--- src/cal_pkg.sv ---
// DEBOUNCE_CYCLES and SCAN_CYCLES are sized for simulation, scale them up for a real board
`default_nettype none

package cal_pkg;

    typedef logic [3:0] digit_t;
    typedef logic signed [10:0] operand_t;
    typedef logic signed [20:0] result_t;
    typedef logic [19:0] magnitude_t;
    typedef logic [23:0] bcd6_t;
    typedef logic [7:0] seg_t;

    localparam digit_t BLANK_CODE = 4'd10;
    localparam digit_t MINUS_CODE = 4'd11;

    typedef enum logic [5:0] {
        CTRL_IDLE    = 6'b000001,
        CTRL_INPUT_A = 6'b000010,
        CTRL_INPUT_B = 6'b000100,
        CTRL_EXE     = 6'b001000,
        CTRL_CONVERT = 6'b010000,
        CTRL_DISPLAY = 6'b100000
    } ctrl_state_t;

    typedef enum logic [4:0] {
        ENTRY_IDLE   = 5'b00001,
        ENTRY_DIGIT0 = 5'b00010,
        ENTRY_DIGIT1 = 5'b00100,
        ENTRY_DIGIT2 = 5'b01000,
        ENTRY_SIGN   = 5'b10000
    } entry_state_t;

    localparam int BUTTON_WIDTH = 5;
    localparam int BTN_LEFT     = 0;
    localparam int BTN_RIGHT    = 1;
    localparam int BTN_UP       = 2;
    localparam int BTN_DOWN     = 3;
    localparam int BTN_MID      = 4;

    localparam int SWITCH_WIDTH = 15;
    localparam int OP_ADD       = 0;
    localparam int OP_SUB       = 1;
    localparam int OP_MUL       = 2;

    localparam int DEBOUNCE_CYCLES = 8;
    localparam int DEBOUNCE_BITS   = $clog2(DEBOUNCE_CYCLES);
    localparam int SCAN_CYCLES     = 4;
    localparam int SCAN_BITS       = $clog2(SCAN_CYCLES);
    localparam int MAG_BITS        = 20;
    localparam int STEP_BITS       = $clog2(MAG_BITS);

    // active low, segment a in the msb, dp in the lsb
    function automatic seg_t seg_pattern(digit_t code);
        case (code)
            4'd0:       return 8'b0000_0011;
            4'd1:       return 8'b1001_1111;
            4'd2:       return 8'b0010_0101;
            4'd3:       return 8'b0000_1101;
            4'd4:       return 8'b1001_1001;
            4'd5:       return 8'b0100_1001;
            4'd6:       return 8'b0100_0001;
            4'd7:       return 8'b0001_1111;
            4'd8:       return 8'b0000_0001;
            4'd9:       return 8'b0001_1001;
            MINUS_CODE: return 8'b1111_1101;
            default:    return 8'b1111_1111;
        endcase
    endfunction

endpackage

`default_nettype wire

--- src/button_if.sv ---
// qualified press pulses, each one clock wide, at most one per cycle
`default_nettype none

interface button_if;
    logic left;
    logic right;
    logic up;
    logic down;
    logic mid;

    modport source (
        output left, right, up, down, mid
    );

    modport sink (
        input left, right, up, down, mid
    );
endinterface

`default_nettype wire

--- src/digit_bus_if.sv ---
// digit0 is the ones digit, digit2 the hundreds; sign set means negative
`default_nettype none

interface digit_bus_if import cal_pkg::*; ();
    digit_t digit0;
    digit_t digit1;
    digit_t digit2;
    logic   sign;

    modport source (
        output digit0, digit1, digit2, sign
    );

    modport sink (
        input digit0, digit1, digit2, sign
    );
endinterface

`default_nettype wire

--- src/bcd_converter.sv ---
// conv_magnitude must stay stable from conv_start until conv_done
`default_nettype none

module bcd_converter
    import cal_pkg::*;
(
    input  logic       clk,
    input  logic       arst_n,
    input  logic       conv_start,
    input  magnitude_t conv_magnitude,
    output logic       conv_done,
    output bcd6_t      conv_digits
);
    logic                 busy;
    logic [STEP_BITS-1:0] step;

    function automatic bcd6_t add3(bcd6_t v);
        bcd6_t r;
        r = v;
        for (int i = 0; i < 6; i++) begin
            if (r[4*i +: 4] >= 4'd5) r[4*i +: 4] = r[4*i +: 4] + 4'd3;
        end
        return r;
    endfunction

    always_ff @(posedge clk or negedge arst_n) begin
        if (!arst_n) begin
            busy      <= 1'b0;
            step      <= '0;
            conv_done <= 1'b0;
        end else begin
            conv_done <= 1'b0;
            if (conv_start) begin
                busy <= 1'b1;
                step <= '0;
            end else if (busy) begin
                step <= step + 1'b1;
                if (step == STEP_BITS'(MAG_BITS - 1)) begin
                    busy      <= 1'b0;
                    conv_done <= 1'b1;
                end
            end
        end
    end

    // msb first, one bit per cycle
    always_ff @(posedge clk) begin
        if (conv_start) begin
            conv_digits <= '0;
        end else if (busy) begin
            conv_digits <= bcd6_t'({add3(conv_digits),
                                    conv_magnitude[STEP_BITS'(MAG_BITS - 1) - step]});
        end
    end

endmodule

`default_nettype wire

--- src/button_conditioner.sv ---
// raw buttons are assumed active high; a press reaches btn DEBOUNCE_CYCLES+2 cycles after the edge
`default_nettype none

module button_conditioner
    import cal_pkg::*;
(
    input  logic                    clk,
    input  logic                    arst_n,
    input  logic [BUTTON_WIDTH-1:0] buttons,
    button_if.source                btn
);
    logic [BUTTON_WIDTH-1:0]  raw_q;
    logic [BUTTON_WIDTH-1:0]  level;
    logic [BUTTON_WIDTH-1:0]  level_q;
    logic [BUTTON_WIDTH-1:0]  rise;
    logic [BUTTON_WIDTH-1:0]  press;
    logic [DEBOUNCE_BITS-1:0] cnt [BUTTON_WIDTH];

    assign rise = level & ~level_q;

    always_ff @(posedge clk or negedge arst_n) begin
        if (!arst_n) begin
            raw_q   <= '0;
            level   <= '0;
            level_q <= '0;
            press   <= '0;
            for (int i = 0; i < BUTTON_WIDTH; i++) begin
                cnt[i] <= '0;
            end
        end else begin
            raw_q   <= buttons;
            level_q <= level;
            // lowest index wins when presses collide
            press   <= rise & (~rise + 1'b1);
            for (int i = 0; i < BUTTON_WIDTH; i++) begin
                if (raw_q[i] == level[i]) begin
                    cnt[i] <= '0;
                end else if (cnt[i] == DEBOUNCE_BITS'(DEBOUNCE_CYCLES - 1)) begin
                    level[i] <= raw_q[i];
                    cnt[i]   <= '0;
                end else begin
                    cnt[i] <= cnt[i] + 1'b1;
                end
            end
        end
    end

    assign btn.left  = press[BTN_LEFT];
    assign btn.right = press[BTN_RIGHT];
    assign btn.up    = press[BTN_UP];
    assign btn.down  = press[BTN_DOWN];
    assign btn.mid   = press[BTN_MID];

    // one clock wide per press, however long the button is held
    a_press_one_cycle: assert property (@(posedge clk) disable iff (!arst_n)
        (press & $past(press)) == '0);

endmodule

`default_nettype wire

--- src/cal_control.sv ---
// switches are sampled with operand B; only add, sub and mul are valid, the lowest set switch wins
`default_nettype none

module cal_control
    import cal_pkg::*;
(
    input  logic                    clk,
    input  logic                    arst_n,
    button_if.sink                  btn,
    digit_bus_if.sink               digits,
    input  logic [SWITCH_WIDTH-1:0] switches,
    input  logic                    last_page,
    input  logic                    conv_done,
    output logic                    entry_clear,
    output logic                    entry_active,
    output logic                    conv_start,
    output magnitude_t              conv_magnitude,
    output logic                    result_negative,
    output logic                    result_invalid,
    output logic                    show_input,
    output logic                    show_result,
    output logic                    exe_done
);
    ctrl_state_t             state;
    ctrl_state_t             state_d;
    operand_t                entered_mag;
    operand_t                entered;
    operand_t                op_a;
    operand_t                op_b;
    logic [SWITCH_WIDTH-1:0] sw_q;
    logic [SWITCH_WIDTH-1:0] op_sel;
    result_t                 a_ext;
    result_t                 b_ext;
    result_t                 result;

    always_comb begin
        state_d = state;
        unique case (state)
            CTRL_IDLE:    state_d = CTRL_INPUT_A;
            CTRL_INPUT_A: if (btn.mid) state_d = CTRL_INPUT_B;
            CTRL_INPUT_B: if (btn.mid) state_d = CTRL_EXE;
            CTRL_EXE:     state_d = CTRL_CONVERT;
            CTRL_CONVERT: if (conv_done) state_d = CTRL_DISPLAY;
            CTRL_DISPLAY: if (btn.mid && last_page) state_d = CTRL_INPUT_A;
            default:      state_d = CTRL_IDLE;
        endcase
    end

    always_ff @(posedge clk or negedge arst_n) begin
        if (!arst_n) begin
            state <= CTRL_IDLE;
        end else begin
            state <= state_d;
        end
    end

    // decimal entry to two's complement
    assign entered_mag = operand_t'(digits.digit2) * 11'sd100
                       + operand_t'(digits.digit1) * 11'sd10
                       + operand_t'(digits.digit0);
    assign entered     = digits.sign ? -entered_mag : entered_mag;

    assign op_sel         = sw_q & (~sw_q + 1'b1);
    assign result_invalid = !(op_sel[OP_ADD] || op_sel[OP_SUB] || op_sel[OP_MUL]);

    assign a_ext = result_t'(op_a);
    assign b_ext = result_t'(op_b);

    always_comb begin
        if (op_sel[OP_MUL]) begin
            result = a_ext * b_ext;
        end else if (op_sel[OP_SUB]) begin
            result = a_ext - b_ext;
        end else begin
            result = a_ext + b_ext;
        end
    end

    always_ff @(posedge clk) begin
        if (state == CTRL_INPUT_A && btn.mid) begin
            op_a <= entered;
        end
        if (state == CTRL_INPUT_B && btn.mid) begin
            op_b <= entered;
            sw_q <= switches;
        end
        if (state == CTRL_EXE) begin
            result_negative <= result[20];
            conv_magnitude  <= magnitude_t'(result[20] ? -result : result);
        end
    end

    assign entry_clear  = (state_d != state)
                        && (state_d inside {CTRL_INPUT_A, CTRL_INPUT_B, CTRL_EXE});
    assign entry_active = state inside {CTRL_INPUT_A, CTRL_INPUT_B};
    assign show_input   = entry_active;
    assign conv_start   = state == CTRL_EXE;
    assign show_result  = state == CTRL_DISPLAY;
    assign exe_done     = show_result;

    a_ctrl_onehot: assert property (@(posedge clk) disable iff (!arst_n) $onehot(state));

endmodule

`default_nettype wire

--- src/cal_top.sv ---
// single clock domain; board buttons need no synchronizer beyond the conditioner's input register
`default_nettype none

module cal_top
    import cal_pkg::*;
(
    input  logic                    clk,
    input  logic                    arst_n,
    input  logic [BUTTON_WIDTH-1:0] board_cal_button,
    input  logic [SWITCH_WIDTH-1:0] board_cal_switchs,
    output logic [3:0]              cal_board_digit_ctrl,
    output seg_t                    cal_board_digit_seg,
    output logic                    cal_board_exe_done,
    output logic [2:0]              cal_board_display_stage
);
    logic       entry_clear;
    logic       entry_active;
    logic       conv_start;
    logic       conv_done;
    magnitude_t conv_magnitude;
    bcd6_t      conv_digits;
    logic       result_negative;
    logic       result_invalid;
    logic       show_input;
    logic       show_result;
    logic       last_page;

    button_if    btn ();
    digit_bus_if digits ();

    button_conditioner u_button_conditioner (
        .clk     (clk),
        .arst_n  (arst_n),
        .buttons (board_cal_button),
        .btn     (btn)
    );

    operand_entry u_operand_entry (
        .clk          (clk),
        .arst_n       (arst_n),
        .btn          (btn),
        .entry_clear  (entry_clear),
        .entry_active (entry_active),
        .digits       (digits)
    );

    cal_control u_cal_control (
        .clk             (clk),
        .arst_n          (arst_n),
        .btn             (btn),
        .digits          (digits),
        .switches        (board_cal_switchs),
        .last_page       (last_page),
        .conv_done       (conv_done),
        .entry_clear     (entry_clear),
        .entry_active    (entry_active),
        .conv_start      (conv_start),
        .conv_magnitude  (conv_magnitude),
        .result_negative (result_negative),
        .result_invalid  (result_invalid),
        .show_input      (show_input),
        .show_result     (show_result),
        .exe_done        (cal_board_exe_done)
    );

    bcd_converter u_bcd_converter (
        .clk            (clk),
        .arst_n         (arst_n),
        .conv_start     (conv_start),
        .conv_magnitude (conv_magnitude),
        .conv_done      (conv_done),
        .conv_digits    (conv_digits)
    );

    display_scan u_display_scan (
        .clk             (clk),
        .arst_n          (arst_n),
        .btn             (btn),
        .digits          (digits),
        .show_input      (show_input),
        .show_result     (show_result),
        .result_negative (result_negative),
        .result_invalid  (result_invalid),
        .conv_digits     (conv_digits),
        .last_page       (last_page),
        .digit_ctrl      (cal_board_digit_ctrl),
        .digit_seg       (cal_board_digit_seg),
        .display_stage   (cal_board_display_stage)
    );

endmodule

`default_nettype wire

--- src/display_scan.sv ---
// digit_ctrl and digit_seg are active low; position 0 is the rightmost digit
`default_nettype none

module display_scan
    import cal_pkg::*;
(
    input  logic       clk,
    input  logic       arst_n,
    button_if.sink     btn,
    digit_bus_if.sink  digits,
    input  logic       show_input,
    input  logic       show_result,
    input  logic       result_negative,
    input  logic       result_invalid,
    input  bcd6_t      conv_digits,
    output logic       last_page,
    output logic [3:0] digit_ctrl,
    output seg_t       digit_seg,
    output logic [2:0] display_stage
);
    logic [SCAN_BITS-1:0] scan_cnt;
    logic [1:0]           pos;
    logic                 page;
    logic                 two_page;
    digit_t               sign_code;
    digit_t               code;
    logic [15:0]          page_word;

    // scan strobe
    always_ff @(posedge clk or negedge arst_n) begin
        if (!arst_n) begin
            scan_cnt <= '0;
            pos      <= '0;
        end else if (scan_cnt == SCAN_BITS'(SCAN_CYCLES - 1)) begin
            scan_cnt <= '0;
            pos      <= pos + 2'd1;
        end else begin
            scan_cnt <= scan_cnt + 1'b1;
        end
    end

    // magnitude of 1000 or more needs a second page
    assign two_page  = |conv_digits[23:12];
    assign last_page = result_invalid || !two_page || page;

    always_ff @(posedge clk or negedge arst_n) begin
        if (!arst_n) begin
            page <= 1'b0;
        end else if (!show_result) begin
            page <= 1'b0;
        end else if (btn.mid && !last_page) begin
            page <= 1'b1;
        end
    end

    assign display_stage = {2'b00, page} + 3'd1;

    always_comb begin
        sign_code = BLANK_CODE;
        if (show_input) begin
            if (digits.sign) sign_code = MINUS_CODE;
            page_word = {sign_code, digits.digit2, digits.digit1, digits.digit0};
        end else begin
            // sign only on the first page
            if (result_negative && !page) sign_code = MINUS_CODE;
            page_word = {sign_code, (two_page && !page) ? conv_digits[23:12] : conv_digits[11:0]};
        end
    end

    assign code       = page_word[{pos, 2'b00} +: 4];
    assign digit_seg  = seg_pattern(code);
    assign digit_ctrl = (show_input || (show_result && !result_invalid))
                      ? ~(4'b0001 << pos) : 4'b1111;

endmodule

`default_nettype wire

--- src/operand_entry.sv ---
// presses outside an active entry are dropped; entry_clear overrides any press in the same cycle
`default_nettype none

module operand_entry
    import cal_pkg::*;
(
    input  logic         clk,
    input  logic         arst_n,
    button_if.sink       btn,
    input  logic         entry_clear,
    input  logic         entry_active,
    digit_bus_if.source  digits
);
    entry_state_t state;
    entry_state_t state_d;

    function automatic digit_t step_digit(digit_t d, logic up);
        if (up) begin
            return (d == 4'd9) ? 4'd0 : d + 4'd1;
        end
        return (d == 4'd0) ? 4'd9 : d - 4'd1;
    endfunction

    // left walks toward the sign position, right walks back
    always_comb begin
        state_d = state;
        unique case (state)
            ENTRY_IDLE: begin
                if (entry_active) state_d = ENTRY_DIGIT0;
            end
            ENTRY_DIGIT0: begin
                if (btn.left) state_d = ENTRY_DIGIT1;
            end
            ENTRY_DIGIT1: begin
                if (btn.left) state_d = ENTRY_DIGIT2;
                else if (btn.right) state_d = ENTRY_DIGIT0;
            end
            ENTRY_DIGIT2: begin
                if (btn.left) state_d = ENTRY_SIGN;
                else if (btn.right) state_d = ENTRY_DIGIT1;
            end
            ENTRY_SIGN: begin
                if (btn.right) state_d = ENTRY_DIGIT2;
            end
            default: state_d = ENTRY_IDLE;
        endcase
        if (entry_clear) state_d = ENTRY_IDLE;
    end

    always_ff @(posedge clk or negedge arst_n) begin
        if (!arst_n) begin
            state <= ENTRY_IDLE;
        end else begin
            state <= state_d;
        end
    end

    always_ff @(posedge clk or negedge arst_n) begin
        if (!arst_n) begin
            digits.digit0 <= '0;
            digits.digit1 <= '0;
            digits.digit2 <= '0;
            digits.sign   <= 1'b0;
        end else if (entry_clear) begin
            digits.digit0 <= '0;
            digits.digit1 <= '0;
            digits.digit2 <= '0;
            digits.sign   <= 1'b0;
        end else if (btn.up || btn.down) begin
            if (state == ENTRY_DIGIT0) digits.digit0 <= step_digit(digits.digit0, btn.up);
            if (state == ENTRY_DIGIT1) digits.digit1 <= step_digit(digits.digit1, btn.up);
            if (state == ENTRY_DIGIT2) digits.digit2 <= step_digit(digits.digit2, btn.up);
            if (state == ENTRY_SIGN) digits.sign <= ~digits.sign;
        end
    end

    a_entry_onehot: assert property (@(posedge clk) disable iff (!arst_n) $onehot(state));

endmodule

`default_nettype wire

--- config.mk ---
export PLATFORM = sky130hd
export DESIGN_NAME = cal_top
export DESIGN_NICKNAME = d
export VERILOG_FILES = /design/src/cal_pkg.sv /design/src/button_if.sv /design/src/digit_bus_if.sv /design/src/bcd_converter.sv /design/src/button_conditioner.sv /design/src/cal_control.sv /design/src/cal_top.sv /design/src/display_scan.sv /design/src/operand_entry.sv
export SDC_FILE = /design/constraint.sdc
export NUM_CORES = 1
export LEC_CHECK = 0
export BUFFER_PORTS_ARGS = -buffer_cell sky130_fd_sc_hd__buf_2
export CAP_MARGIN = 20
export CORE_UTILIZATION = 44
export CTS_BUF_LIST = sky130_fd_sc_hd__clkbuf_8
export DETAILED_ROUTE_END_ITERATION = 10
export HOLD_SLACK_MARGIN = 0.02
export PLACE_DENSITY = 0.69
export SLEW_MARGIN = 30
export SYNTH_ARGS = -nofsm -noshare
export SYNTH_HDL_FRONTEND = slang
export SYNTH_SLANG_ARGS = --single-unit
export TNS_END_PERCENT = 50
--- constraint.sdc ---
create_clock -name clk -period 12.4 [get_ports clk]
set_clock_uncertainty 0.15 [all_clocks]
set_input_delay 0.62 -clock clk [delete_from_list [all_inputs] [get_ports clk]]
set_output_delay 0.62 -clock clk [all_outputs]
set_load 0.01 [all_outputs]
* After elaboration in Yosys (flattened, before gate mapping)
Memory sizes are Yosys's and may differ from the RTL's. Cells that the tools add are included.
Operators by class: $add $sub $neg 30, $mul 3, $lt $le $gt $ge 7, eq/ne operators 36, shift operators 2, muxes and demuxes 86, bitwise operators 13, reduce and logical (&&, ||, !) cells 40
Operator list (count):
- 2-to-1 mux 4 bit | 27
- 2-to-1 mux 5 bit | 10
- 2-to-1 mux 21 bit | 2
- one-hot mux 6 bit (6 select lines) | 1
- 2-to-1 mux 3 bit | 11
- one-hot mux 5 bit (5 select lines) | 1
- greater-or-equal comparator 4 x 3 -> 1 bit, second input constant | 6
- 2-to-1 mux 1 bit | 24
- 2-to-1 mux 6 bit | 4
- multiplier 11 x 11 -> 21 bit | 1
- adder 4 x 2 -> 4 bit, second input constant | 5
- 2-to-1 mux 20 bit | 1
- negator 20 bit | 1
- adder 3 x 1 -> 3 bit, second input constant | 6
- AND reduction 2 bit | 9
- 2-to-1 mux 16 bit | 1
- variable part select 16 x 5 -> 4 bit | 1
- == test 3 bit, second input constant | 5
- nonzero test 2 bit | 7
- adder 11 x 11 -> 12 bit | 1
- adder 4 x 1 -> 4 bit, second input constant | 3
- == test 4 bit, second input constant | 3
- == test 6 x 2 -> 1 bit, second input constant | 2
- == test 6 x 3 -> 1 bit, second input constant | 2
- other kinds (47) | 83
Storage, ports and cells: bits in registers 141, ROM bits 112, output and inout port bits 16, logic and storage cells 249, memories 1
Memory list:
- (name not given) | depth 16, bits a word 7, rd ports 1, clocked after Yosys merged registers in 0, wr ports 0, line cal_pkg.sv:54 | case (code)

* Longest topological paths before layout
Gate-level depths: netlist of the first run.
depth after elaboration 19, mapped depth 24

* Hierarchy
A second synthesis of the first run with hierarchy kept.
Unflattened totals: cells, all modules 1621, area, all modules 14930.6 um^2
Modules (own cells, without submodules):
- cal_control | times used 1, cells each 1004, area an instance 9068.7 um^2, seq. area each 1532.7 um^2
- bcd_converter | times used 1, cells each 204, area an instance 1860.5 um^2, seq. area each 655.6 um^2
- operand_entry | times used 1, cells each 184, area an instance 1550.2 um^2, seq. area each 451.7 um^2
- button_conditioner | times used 1, cells each 81, area an instance 1305.0 um^2, seq. area each 875.8 um^2
- display_scan | times used 1, cells each 148, area an instance 1146.1 um^2, seq. area each 125.1 um^2

* Least setup slack after synthesis of the first run
OpenSTA, ideal clock, no wires.
path kind register to register, start reg u_cal_control.op_b[2], end reg u_cal_control.conv_magnitude[9] (data pin), library setup time 0.282 ns, arrival 5.739 ns, data required time 11.968 ns, slack 6.229 ns, cell stages (with the launch flop) 23, period minus slack after synthesis 6.171 ns, path through edfxtp_1 -> clkbuf_1 -> clkbuf_1 -> nand2_1 -> inv_1 -> fa_1 -> fa_1 -> fa_1 -> fa_1 -> inv_1 -> fa_1 -> inv_1 -> ha_1 -> a211oi_1 -> o211ai_1 -> o2111ai_1 -> a21oi_1 -> xnor2_1 -> nand2_1 -> nand2_1 -> buf_2 -> nor2_1 -> xor2_1
Between the ends: cells in the longest elaborated chain, start to end 5, elaborated cells on any way between the ends 7, those cells by class add/sub: 3; mul: 1; mux: 3
Ends and longest elaborated chain:
- from (decl) | line cal_control.sv:29 | operand_t op_b;
- from (signal assigned) | line cal_control.sv:84 | op_b <= entered;
- parallel branches: the longest is 2 deep, another holds multiplier 11 x 11 -> 21 bit
- 2-to-1 mux 21 bit * | line cal_control.sv:70 | if (op_sel[OP_MUL]) begin
- negator 20 bit | line cal_control.sv:89 | conv_magnitude <= magnitude_t'(result[20] ? -result : result);
- 2-to-1 mux 20 bit * | line cal_control.sv:89
- to (signal assigned) | line cal_control.sv:89
- to (decl) | line cal_control.sv:17 | output magnitude_t conv_magnitude,
Every way passes the cells marked *. A chain may end at the register's enable or synchronous reset.

* Final worst setup path of the first run
start reg u_cal_control.op_b[2], end reg u_cal_control.conv_magnitude[4] (data pin)
Between the ends: elaborated cells on any way between the ends 7, those cells by class add/sub: 3; mul: 1; mux: 3
RTL lines:
- parallel branches: the longest is 2 deep, another holds multiplier 11 x 11 -> 21 bit
- 2-to-1 mux 21 bit * | line cal_control.sv:70
- via u_cal_control.result[20] | line cal_control.sv:34 | result_t result;
- 2-to-1 mux 20 bit * | line cal_control.sv:89
Mark *: on every way through the listed nets, which the timed path passes.

==> results of run 1 <==
==> metal layers <==
| metal | GRT usage (%) | up-vias | wire length (um) |
|---|---|---|---|
| met5 | 0 | - | 0 |
| met4 | 5.88 | 0 | 668 |
| met3 | 3.07 | 46 | 1300 |
| met2 | 31.3 | 206 | 14000 |
| met1 | 25.7 | 5254 | 13600 |
| li1 | - | 5151 | - |
==> layout by cell type (no fill, tap or decap), types with 9 or more instances in the layout <==
cell type,Yosys,routed
inv_1,208,208
nand2_1,138,138
ha_1,136,136
nor2_1,120,120
fa_1,119,119
a21oi_1,80,80
dfrtp_1,69,69
xnor2_1,64,64
and2_1,61,61
o21ai_0,55,55
edfxtp_1,46,46
nor2b_1,27,27
nand2b_1,27,27
xor2_1,26,26
nor3_1,25,25
mux2i_1,24,24
dfxtp_1,24,24
buf_2,7,22
nand3_1,21,21
clkbuf_8,0,17
a211oi_1,15,15
nor3b_1,15,14
or3_1,12,12
a21o_1,11,11
mux4_2,11,11
o31ai_1,9,9
==> power by group <==
part | switching, mW | total [mW] | internal [mW]
sequential | 0.0652 | 0.604 | 0.539
clock | 0.206 | 0.351 | 0.145
combinational | 0.240 | 0.419 | 0.179
==> final timing paths <==
path                                                       from                                        end
max                             u_cal_control.op_b[2]$_DFFE_PP_  u_cal_control.conv_magnitude[4]$_DFFE_PN_
min                                                      arst_n     u_button_conditioner.cnt[10]$_DFF_PN0_
max reg2reg                     u_cal_control.op_b[2]$_DFFE_PP_  u_cal_control.conv_magnitude[4]$_DFFE_PN_
min reg2reg                u_display_scan.scan_cnt[0]$_DFF_PN0_       u_display_scan.scan_cnt[0]$_DFF_PN0_
max in group asynchronous                                arst_n        u_bcd_converter.step[0]$_DFFE_PN0P_
min in group clk                            board_cal_button[1]    u_button_conditioner.raw_q[1]$_DFF_PN0_
==> logic make-up (layout without fill, tap and decap cells) <==
logic type                 Yosys count  count (layout)
AOI/OAI and AO/OA                  266             266
xor gates and xnor gates            90              90
adders and majority gates          255             255
buffers and inverters              267             266
DFF                                141             141
muxes                               40              40
other                                2               2
and+or+nand+nor                    489             489
==> state kept, by name, summed over array words and instances (netlist names), 6 cells and up <==
signal	cells
u_bcd_converter.conv_digits	24
u_cal_control.conv_magnitude	20
u_button_conditioner.cnt	15
u_cal_control.op_a	11
u_cal_control.op_b	11
u_cal_control.state	6
==> area by class of cell <==
class,instances,area [um^2],area share (%)
Sequential cell,141,3640,24.0
Clock inverter,15,126,0.834
Inverter,209,785,5.18
Timing Repair Buffer,25,136,0.900
Clock buffer,17,234,1.54
Tap cell,435,544,3.59
Multi-Input combinational cell,1142,9680,63.9
==> metrics by stage <==
step	worst slack (ps)	area, um^2
final	5400	15100
after global routing	4840	15100
after CTS	5370	15100
after detailed placement	5390	14800
after global placement	5470	14800
after floorplan	6230	14300
==> worst max-delay path, cell delays in order (launching register included) <==
cell	delay, ps
edfxtp_1	870
nand2_1	210
inv_1	150
fa_1	580
fa_1	610
fa_1	450
fa_1	550
inv_1	50
fa_1	520
inv_1	40
ha_1	370
a211oi_1	390
o2111ai_1	190
o2111ai_1	200
a21oi_1	140
xnor2_1	280
nand2_1	200
nand2_1	400
inv_2	150
o21ai_0	130
xor2_1	100
==> results.yml, run 1 <==
drt:
  final_antenna_net_count: 0
  drc: 0
  first_iter_violations: 588
  wl_per_cell_um: 14.9
  first_pass_iters: 8
  routed_wl_mm: 29.6
  vias: 10700
  viasPerCell: 5.37
sta:
  setup_violations: 0
  setup_tns_ps: 0
  min_period_ps: 7000
  grt_setup_unrepaired: "false"
  finalMaxSlewViolations: 0
  holdWs_ps: 3.64
  fin_crit_sh_pct: 56.5
  relSlewSlack_pct: 45.5
  tightest_slew_ps: 817
  finalHoldViolCount: 0
  max_freq_ghz: 0.143
critical_path:
  cp.required_ps: 12450
  r2r_cells: 20
  reg2reg_slack_ps: 5400
  end_kind: "flip-flop"
  start_kind: "flip-flop"
  worstSetupPathType: "reg2reg"
  path_max_fanout: 16
  arrival_ps: 7050
clock_tree:
  cts-root-buf: "clkbuf_8"
  clk_pin_slew_ps: 90
  clkLatencyLatePin_ps: 460
  holdBufCountCts: 0
  htree_num_levels: 4
  clock_path_buffers: 2
  cts_resized: 0
  cts_sinks: 141
  cts_tree: "done"
  cts_setup_buffers: 0
  cts_made_buffers: 17
synthesis:
  synth-xor-area-share_pct: 5.50
  synth.distinct_cells: 88
  synthTopCellsByCount: "208 x inv_1, 138 x nand2_1, 136 x ha_1, 120 x nor2_1, 119 x fa_1"
  muxShareOfSynthArea_pct: 3.80
  synth-edff-count: 46
  synth.top_cell.area_share_pct: 16.6
  async_flop_share_pct: 50.4
  post_synth_fa_ha_maj_area_fraction_pct: 28.5
  synth_top_family_by_area: "adder cells"
  synth_largest_area_cell: "fa_1"
  synthTopCellsByArea: "fa_1 17%, dfrtp_1 12%, ha_1 12%"
  synth_nets: 1827
  syn_area_per_cell_um2: 9.25
  yosysMostFrequentCell: "inv_1"
  synth-simple-area-share_pct: 17.2
  synth_ff_type: "dfrtp_1"
  ys_warn_count: 0
  synth_cells: 1550
  ys_ff_latch: 141
  syn_area_um2: 14300
  yosysSeqAreaShare_pct: 25.4
  synth-compound-area-share_pct: 12.4
finish:
  antenna_cells: 0
  final-instance-count-excl-fill: 1984
  finalNetCount: 1813
  fill_cells: 2976
  area_growth_pct: 5.67
  finish.utilization_pct: 47.6
  drive_above_1_share_pct: 6.97
floorplan:
  die_y_um: 182
  initial_core_util_pct: 45.1
  coreArea_um2: 31800
  die_x_um: 182
  num_rows: 65
  dieArea_um2: 33300
  io_pins: 38
placement:
  dp.cells: 1952
  hpwl_mm: 22.1
  gp_congestion: 0.880
  portBuffers: 23
grt:
  grt_pass1_vias: 10700
  grt_pass1_wl_mm: 51.4
  grt_antenna_before_repair: 0
  grt_max_degree: 72
  grt_overflow: 0
  grtUsageTotal_pct: 19.1
power:
  powerDensity_nw_per_um2: 90.7
  cellLeakagePower_nw: 6.77
  ir_worst_vdd_mv: 0.104
  p_total_mw: 1.37
min_path:
  hold_class: "in2async"
job:
  maxCapViolCount: 0
run_status:
  status: "finished, final reports clean"
Note: power is estimated with default switching activity, not from simulation.
==> run 2: changes to the inputs <==
- ABC_AREA: not set -> 1
- clock period: 12.4 -> 6.7 ns (I/O delays scaled with it)
==> run 2 against run 1 <==
Compared with the run above: critical path depth is 5 higher; die area is 2.3% higher; sequential power is 120% higher; combinational power rose to 8.2 times the previous value; register-to-register slack got worse by 4900 ps; critical path type unchanged; non-clock buffer count is 19 higher; via count grew 13%; clock power up 92%; worst hold slack improved by 250 ps.
==> results.yml, run 2 <==
clock_tree:
  cts_sinks: 141
  cts-root-buf: "clkbuf_8"
  cts_tree: "done"
  htree_num_levels: 4
  clk_pin_slew_ps: 80
  clkLatencyLatePin_ps: 460
  cts_made_buffers: 17
  clock_path_buffers: 2
sta:
  setup_ws_ps: 461
  setup_violations: 0
  holdWs_ps: 258
  grt_setup_unrepaired: "false"
  fin_crit_sh_pct: 93.1
  min_period_ps: 6240
  setup_tns_ps: 0
  max_freq_ghz: 0.160
  finalMaxSlewViolations: 0
  tightest_slew_ps: 746
  finalHoldViolCount: 0
  relSlewSlack_pct: 50.2
grt:
  top_usage_layer: "met2"
  grt_antenna_before_repair: 0
  use_met2_pct: 35.0
  grt_util_met1_pct: 26.5
  grt_pass1_wl_mm: 55.2
  grt_overflow: 0
  use_met3_pct: 3.00
  grt_max_degree: 72
  grt_pass1_vias: 11800
  grtUsageTotal_pct: 20.3
min_path:
  hold_class: "reg2reg"
synthesis:
  synth_largest_area_cell: "fa_1"
  ys_warn_count: 0
  synth_cells: 1884
  synth.top_cell.area_share_pct: 16.2
  yosysMostFrequentCell: "nand2_1"
  synth_nets: 2161
  syn_area_per_cell_um2: 7.79
  synthTopCellsByArea: "fa_1 16%, dfrtp_1 12%, ha_1 12%"
  syn_area_um2: 14700
  ys_ff_latch: 141
  yosysSeqAreaShare_pct: 24.8
  async_flop_share_pct: 50.4
  synth.distinct_cells: 59
  synth_ff_type: "dfrtp_1"
  synthTopCellsByCount: "421 x nand2_1, 400 x inv_1, 136 x ha_1, 119 x fa_1, 108 x nor2_1"
  synth-edff-count: 46
critical_path:
  cp.required_ps: 6760
  reg2reg_slack_ps: 460
  critical_path.slowest_cell: "fa_1"
  path_max_fanout: 22
  arrival_ps: 6300
  worstSetupPathType: "reg2reg"
  cp_common_cell: "inv_1"
  slowest_delay_ps: 530
  end_kind: "flip-flop"
  start_kind: "flip-flop"
power:
  clkPwrFrac_pct: 12.4
  powerDensity_nw_per_um2: 347
  ir_worst_vdd_mv: 0.264
  cellLeakagePower_nw: 8.29
  seqPwrFrac_pct: 24.2
  swShare_pct: 49.3
  p_total_mw: 5.45
  p_comb_share_pct: 63.4
  power_switching_mw: 2.69
  internal_power_mw: 2.76
finish:
  drive_above_1_share_pct: 6.80
  final_common_cell: "nand2_1"
  top_register: "u_bcd_converter.conv_digits"
  layout_common_cells: "421 x nand2_1, 401 x inv_1, 136 x ha_1, 119 x fa_1, 107 x nor2_1"
  area_growth_pct: 6.88
  fill_cells: 3198
  largest_registers: "u_bcd_converter.conv_digits (24), u_cal_control.conv_magnitude (20), u_button_conditioner.cnt (15)"
  largest_register_ffs: 24
  finish.utilization_pct: 47.9
  final_area_um2: 15700
  final-instance-count-excl-fill: 2355
  finalNetCount: 2177
  antenna_cells: 0
drt:
  routed_wl_mm: 33.0
  wl_per_cell_um: 14.0
  vias: 12000
  first_iter_violations: 885
  viasPerCell: 5.10
  drc: 0
  first_pass_iters: 6
  final_antenna_net_count: 0
floorplan:
  num_rows: 66
  die_y_um: 185
  die_x_um: 185
  io_pins: 38
  dieArea_um2: 34100
  coreArea_um2: 32700
  initial_core_util_pct: 44.9
placement:
  hpwl_mm: 25.8
  dp_slack_ps: 306
  dp.cells: 2311
  post_dp_cell_area_um2: 15200
  gp_congestion: 0.924
  portBuffers: 23
job:
  maxCapViolCount: 0
run_status:
  status: "finished, final reports clean"
==> run 2: cell families after synthesis <==
family                     after synthesis  synth area share, %
DFF                                    141                 24.8
buffers and inverters                  455                 12.0
AOI/OAI and AO/OA                      223                 8.72
xor gates and xnor gates                80                 4.78
other                                    2               0.0512
adders and majority gates              255                 27.8
and+or+nand+nor                        728                 21.8
==> run 2: repair_timing <==
action,4_1_cts,5_1_grt
endpoints found under the hold margin,77,0
gates resized for setup,0,3
endpoints found under the setup margin,0,14
hold buffers,9,0
setup buffers,0,3
==> run 2: power groups by stage <==
stage	combinational [mW]	sequential [mW]	clock [mW]
2_1_floorplan	2.73	1.25	0
3_3_place_gp	3.34	1.33	0
3_5_place_dp	3.43	1.34	0
4_1_cts	3.46	1.32	0.693
5_1_grt	3.99	1.34	0.729
6_report	3.45	1.32	0.675
==> run 2: routing by layer <==
metal	wire [um]	share of wire, %
met1	14700	45
met2	16000	48
met3	1630	4.9
met4	640	1.9
met5	0	0
==> run 2: cell type report <==
cell class	instances	area [um^2]	area share, %
Clock buffer	17	234	1.49
Clock inverter	15	145	0.926
Inverter	408	1540	9.81
Multi-Input combinational cell	1288	9270	59.1
Sequential cell	141	3640	23.2
Tap cell	442	553	3.53
Timing Repair Buffer	44	302	1.92
==> run 2: worst max-delay path: cells and delay by family (launching register included) <==
family,cells,cell delay (ps)
AO/OA/AOI/OAI,1,100
XOR/XNOR,1,140
adder cells (fa/ha/maj),6,3000
buffers and inverters,8,750
flip-flops,1,520
AND/OR/NAND/NOR,9,1290
==> run 2: worst paths after layout <==
check / to / cells past startpoint / startpoint
min in group asynchronous: u_button_conditioner.level[4]$_DFFE_PN0P_ / 2 / arst_n
max in group asynchronous: u_bcd_converter.busy$_DFF_PN0_ / 2 / arst_n
worst max register to register: u_cal_control.conv_magnitude[9]$_DFFE_PN_ / 25 / u_cal_control.op_b[10]$_DFFE_PP_
worst max-delay path: u_cal_control.conv_magnitude[9]$_DFFE_PN_ / 25 / u_cal_control.op_b[10]$_DFFE_PP_
worst min register to register: u_button_conditioner.press[4]$_DFF_PN0_ / 1 / u_button_conditioner.level_q[4]$_DFF_PN0_
worst min-delay path: u_button_conditioner.press[4]$_DFF_PN0_ / 1 / u_button_conditioner.level_q[4]$_DFF_PN0_
==> run 3: changes to the inputs <==
- GPL_TIMING_DRIVEN: not set -> 0
==> run 3 against run 2 <==
Compared with the run above: clock power up 3%; highest routed layer unchanged; via count increased by 0.31%; critical endpoint unchanged; sequential power about the same; core utilization grew 0.67 points; flip-flop and latch count stayed put; cell count rose by 1.7%; critical path depth down 1; first-iteration DRC count decreased by 1.6%; worst setup slack worse by 170 ps.
==> results.yml, run 3 (same netlist as run 2, synthesis figures left out) <==
run_status:
  status: "finished, final reports clean"
floorplan:
  io_pins: 38
  dieArea_um2: 34100
  die_x_um: 185
  num_rows: 66
  initial_core_util_pct: 44.9
  coreArea_um2: 32700
  die_y_um: 185
sta:
  finalHoldViolCount: 0
  tightest_slew_ps: 704
  setup_violations: 0
  fin_crit_sh_pct: 95.6
  setup_tns_ps: 0
  relSlewSlack_pct: 53.0
  finalMaxSlewViolations: 0
  grt_setup_unrepaired: "true"
  max_freq_ghz: 0.156
  min_period_ps: 6410
finish:
  largest_register_ffs: 24
  antenna_cells: 0
  top_register: "u_bcd_converter.conv_digits"
  area_growth_pct: 8.37
  fill_cells: 3233
  regArea_um2: 3640
  final_common_cell: "nand2_1"
  layout_common_cells: "421 x nand2_1, 401 x inv_1, 136 x ha_1, 118 x fa_1, 106 x nor2_1"
  final_area_um2: 15900
  multi_input_area_um2: 9270
  final-instance-count-excl-fill: 2394
  drive_above_1_share_pct: 7.48
  finalNetCount: 2216
  largest_registers: "u_bcd_converter.conv_digits (24), u_cal_control.conv_magnitude (20), u_button_conditioner.cnt (15)"
power:
  p_comb_share_pct: 64.1
  ir_worst_vdd_mv: 0.267
  cellLeakagePower_nw: 8.39
  seqPwrFrac_pct: 23.3
  clkPwrFrac_pct: 12.6
  internal_power_mw: 2.79
  swShare_pct: 49.4
  powerDensity_nw_per_um2: 347
  power_switching_mw: 2.73
grt:
  grtUsageTotal_pct: 21.0
  grt_overflow: 0
  grt_max_degree: 48
  grt_antenna_before_repair: 0
  grt_pass1_wl_mm: 57.3
  grt_pass1_vias: 12000
critical_path:
  cp.required_ps: 6750
  arrival_ps: 6460
  end_kind: "flip-flop"
  worstSetupPathType: "reg2reg"
  start_kind: "flip-flop"
  path_max_fanout: 10
clock_tree:
  cts-root-buf: "clkbuf_8"
  cts_made_buffers: 17
  clk_pin_slew_ps: 80
  cts_tree: "done"
  cts_sinks: 141
  htree_num_levels: 4
  clock_path_buffers: 2
  clkLatencyLatePin_ps: 460
placement:
  post_dp_cell_area_um2: 15400
  gp_congestion: 0.964
  hpwl_mm: 26.9
  portBuffers: 23
  dp.cells: 2352
drt:
  wl_per_cell_um: 13.9
  drc: 0
  first_iter_violations: 871
  viasPerCell: 5.03
  routed_wl_mm: 33.3
  first_pass_iters: 5
  final_antenna_net_count: 0
  vias: 12000
job:
  maxCapViolCount: 0
min_path:
  hold_class: "in2async"
[run 3: cell count changes in the layout (fill, tap and decap cells not counted), sizes merged]
cell / before / now
buf: 35 / 40
clkbuf: 17 / 51
[run 3: final cells by class]
type                            count  share of cell area [%]
Timing Repair Buffer               36                    1.62
Inverter                          408                    9.63
Multi-Input combinational cell   1288                    58.3
Sequential cell                   141                    22.9
Tap cell                          442                    3.48
Clock buffer                       17                    1.47
Clock inverter                     15                    1.02
Buffer                             47                    1.55
[run 3: path summary, 6_finish.rpt]
check / to / slack [ps] / from / cells past startpoint
worst max-delay path: u_cal_control.conv_magnitude[9]$_DFFE_PN_ / 290 / u_cal_control.op_b[3]$_DFFE_PP_ / 24
worst min-delay path: u_button_conditioner.cnt[8]$_DFF_PN0_ / 170 / arst_n / 2
worst max register to register: u_cal_control.conv_magnitude[9]$_DFFE_PN_ / 290 / u_cal_control.op_b[3]$_DFFE_PP_ / 24
worst min register to register: u_button_conditioner.level_q[2]$_DFF_PN0_ / 270 / u_button_conditioner.level[2]$_DFFE_PN0P_ / 0
max in group asynchronous: u_cal_control.state[0]$_DFF_PN1_ / 5640 / arst_n / 3
min in group clk: u_button_conditioner.level_q[2]$_DFF_PN0_ / 270 / u_button_conditioner.level[2]$_DFFE_PN0P_ / 0
[run 3: timing repair]
action	4_1_cts	5_1_grt
endpoints found under the setup margin	0	17
buffers inserted	0	1
hold buffers	9	0
endpoints found under the hold margin	77	0
gates resized for setup	0	24
[run 3: layer usage]
metal	part of all wire [%]	global-route usage, %	up-vias
li1	-	-	5983
met1	45	27.4	5769
met2	49	36.3	248
met3	4.3	2.85	43
met4	1.5	5.17	0
met5	0	0	-
[run 3: metrics by stage]
step                setup WS (ps)  hold WS, ps  total power [mW]  utilization, %
floorplan                     986         -111              3.98               -
global placement              252          249              4.69            46.9
detailed placement            154          112              4.79            47.1
CTS                           133          150              5.52            48.5
global route                -2.64          180              6.14            48.6
finish                        293          169              5.52            48.6
[run 3: critical path: stages, from the launching register on]
cell	delay, ps
edfxtp_1	450
buf_1	520
nand2_1	150
fa_1	570
fa_1	450
fa_1	500
inv_1	60
fa_1	530
inv_1	50
fa_1	540
inv_1	50
ha_1	330
a21oi_1	220
inv_1	100
nand2_1	70
nand3_1	170
nand2_1	120
o211ai_1	140
nand3b_1	200
nand3_1	110
nand2_2	150
inv_2	120
buf_6	140
nand2_1	80
xor2_1	150
[run 3: power by group through the flow]
stage,Combinational [mW],Clock [mW],Sequential [mW]
after floorplan,2.73,0,1.25
after global placement,3.40,0,1.30
after detailed placement,3.49,0,1.30
after CTS,3.53,0.708,1.28
after global routing,4.09,0.747,1.30
final,3.54,0.694,1.29
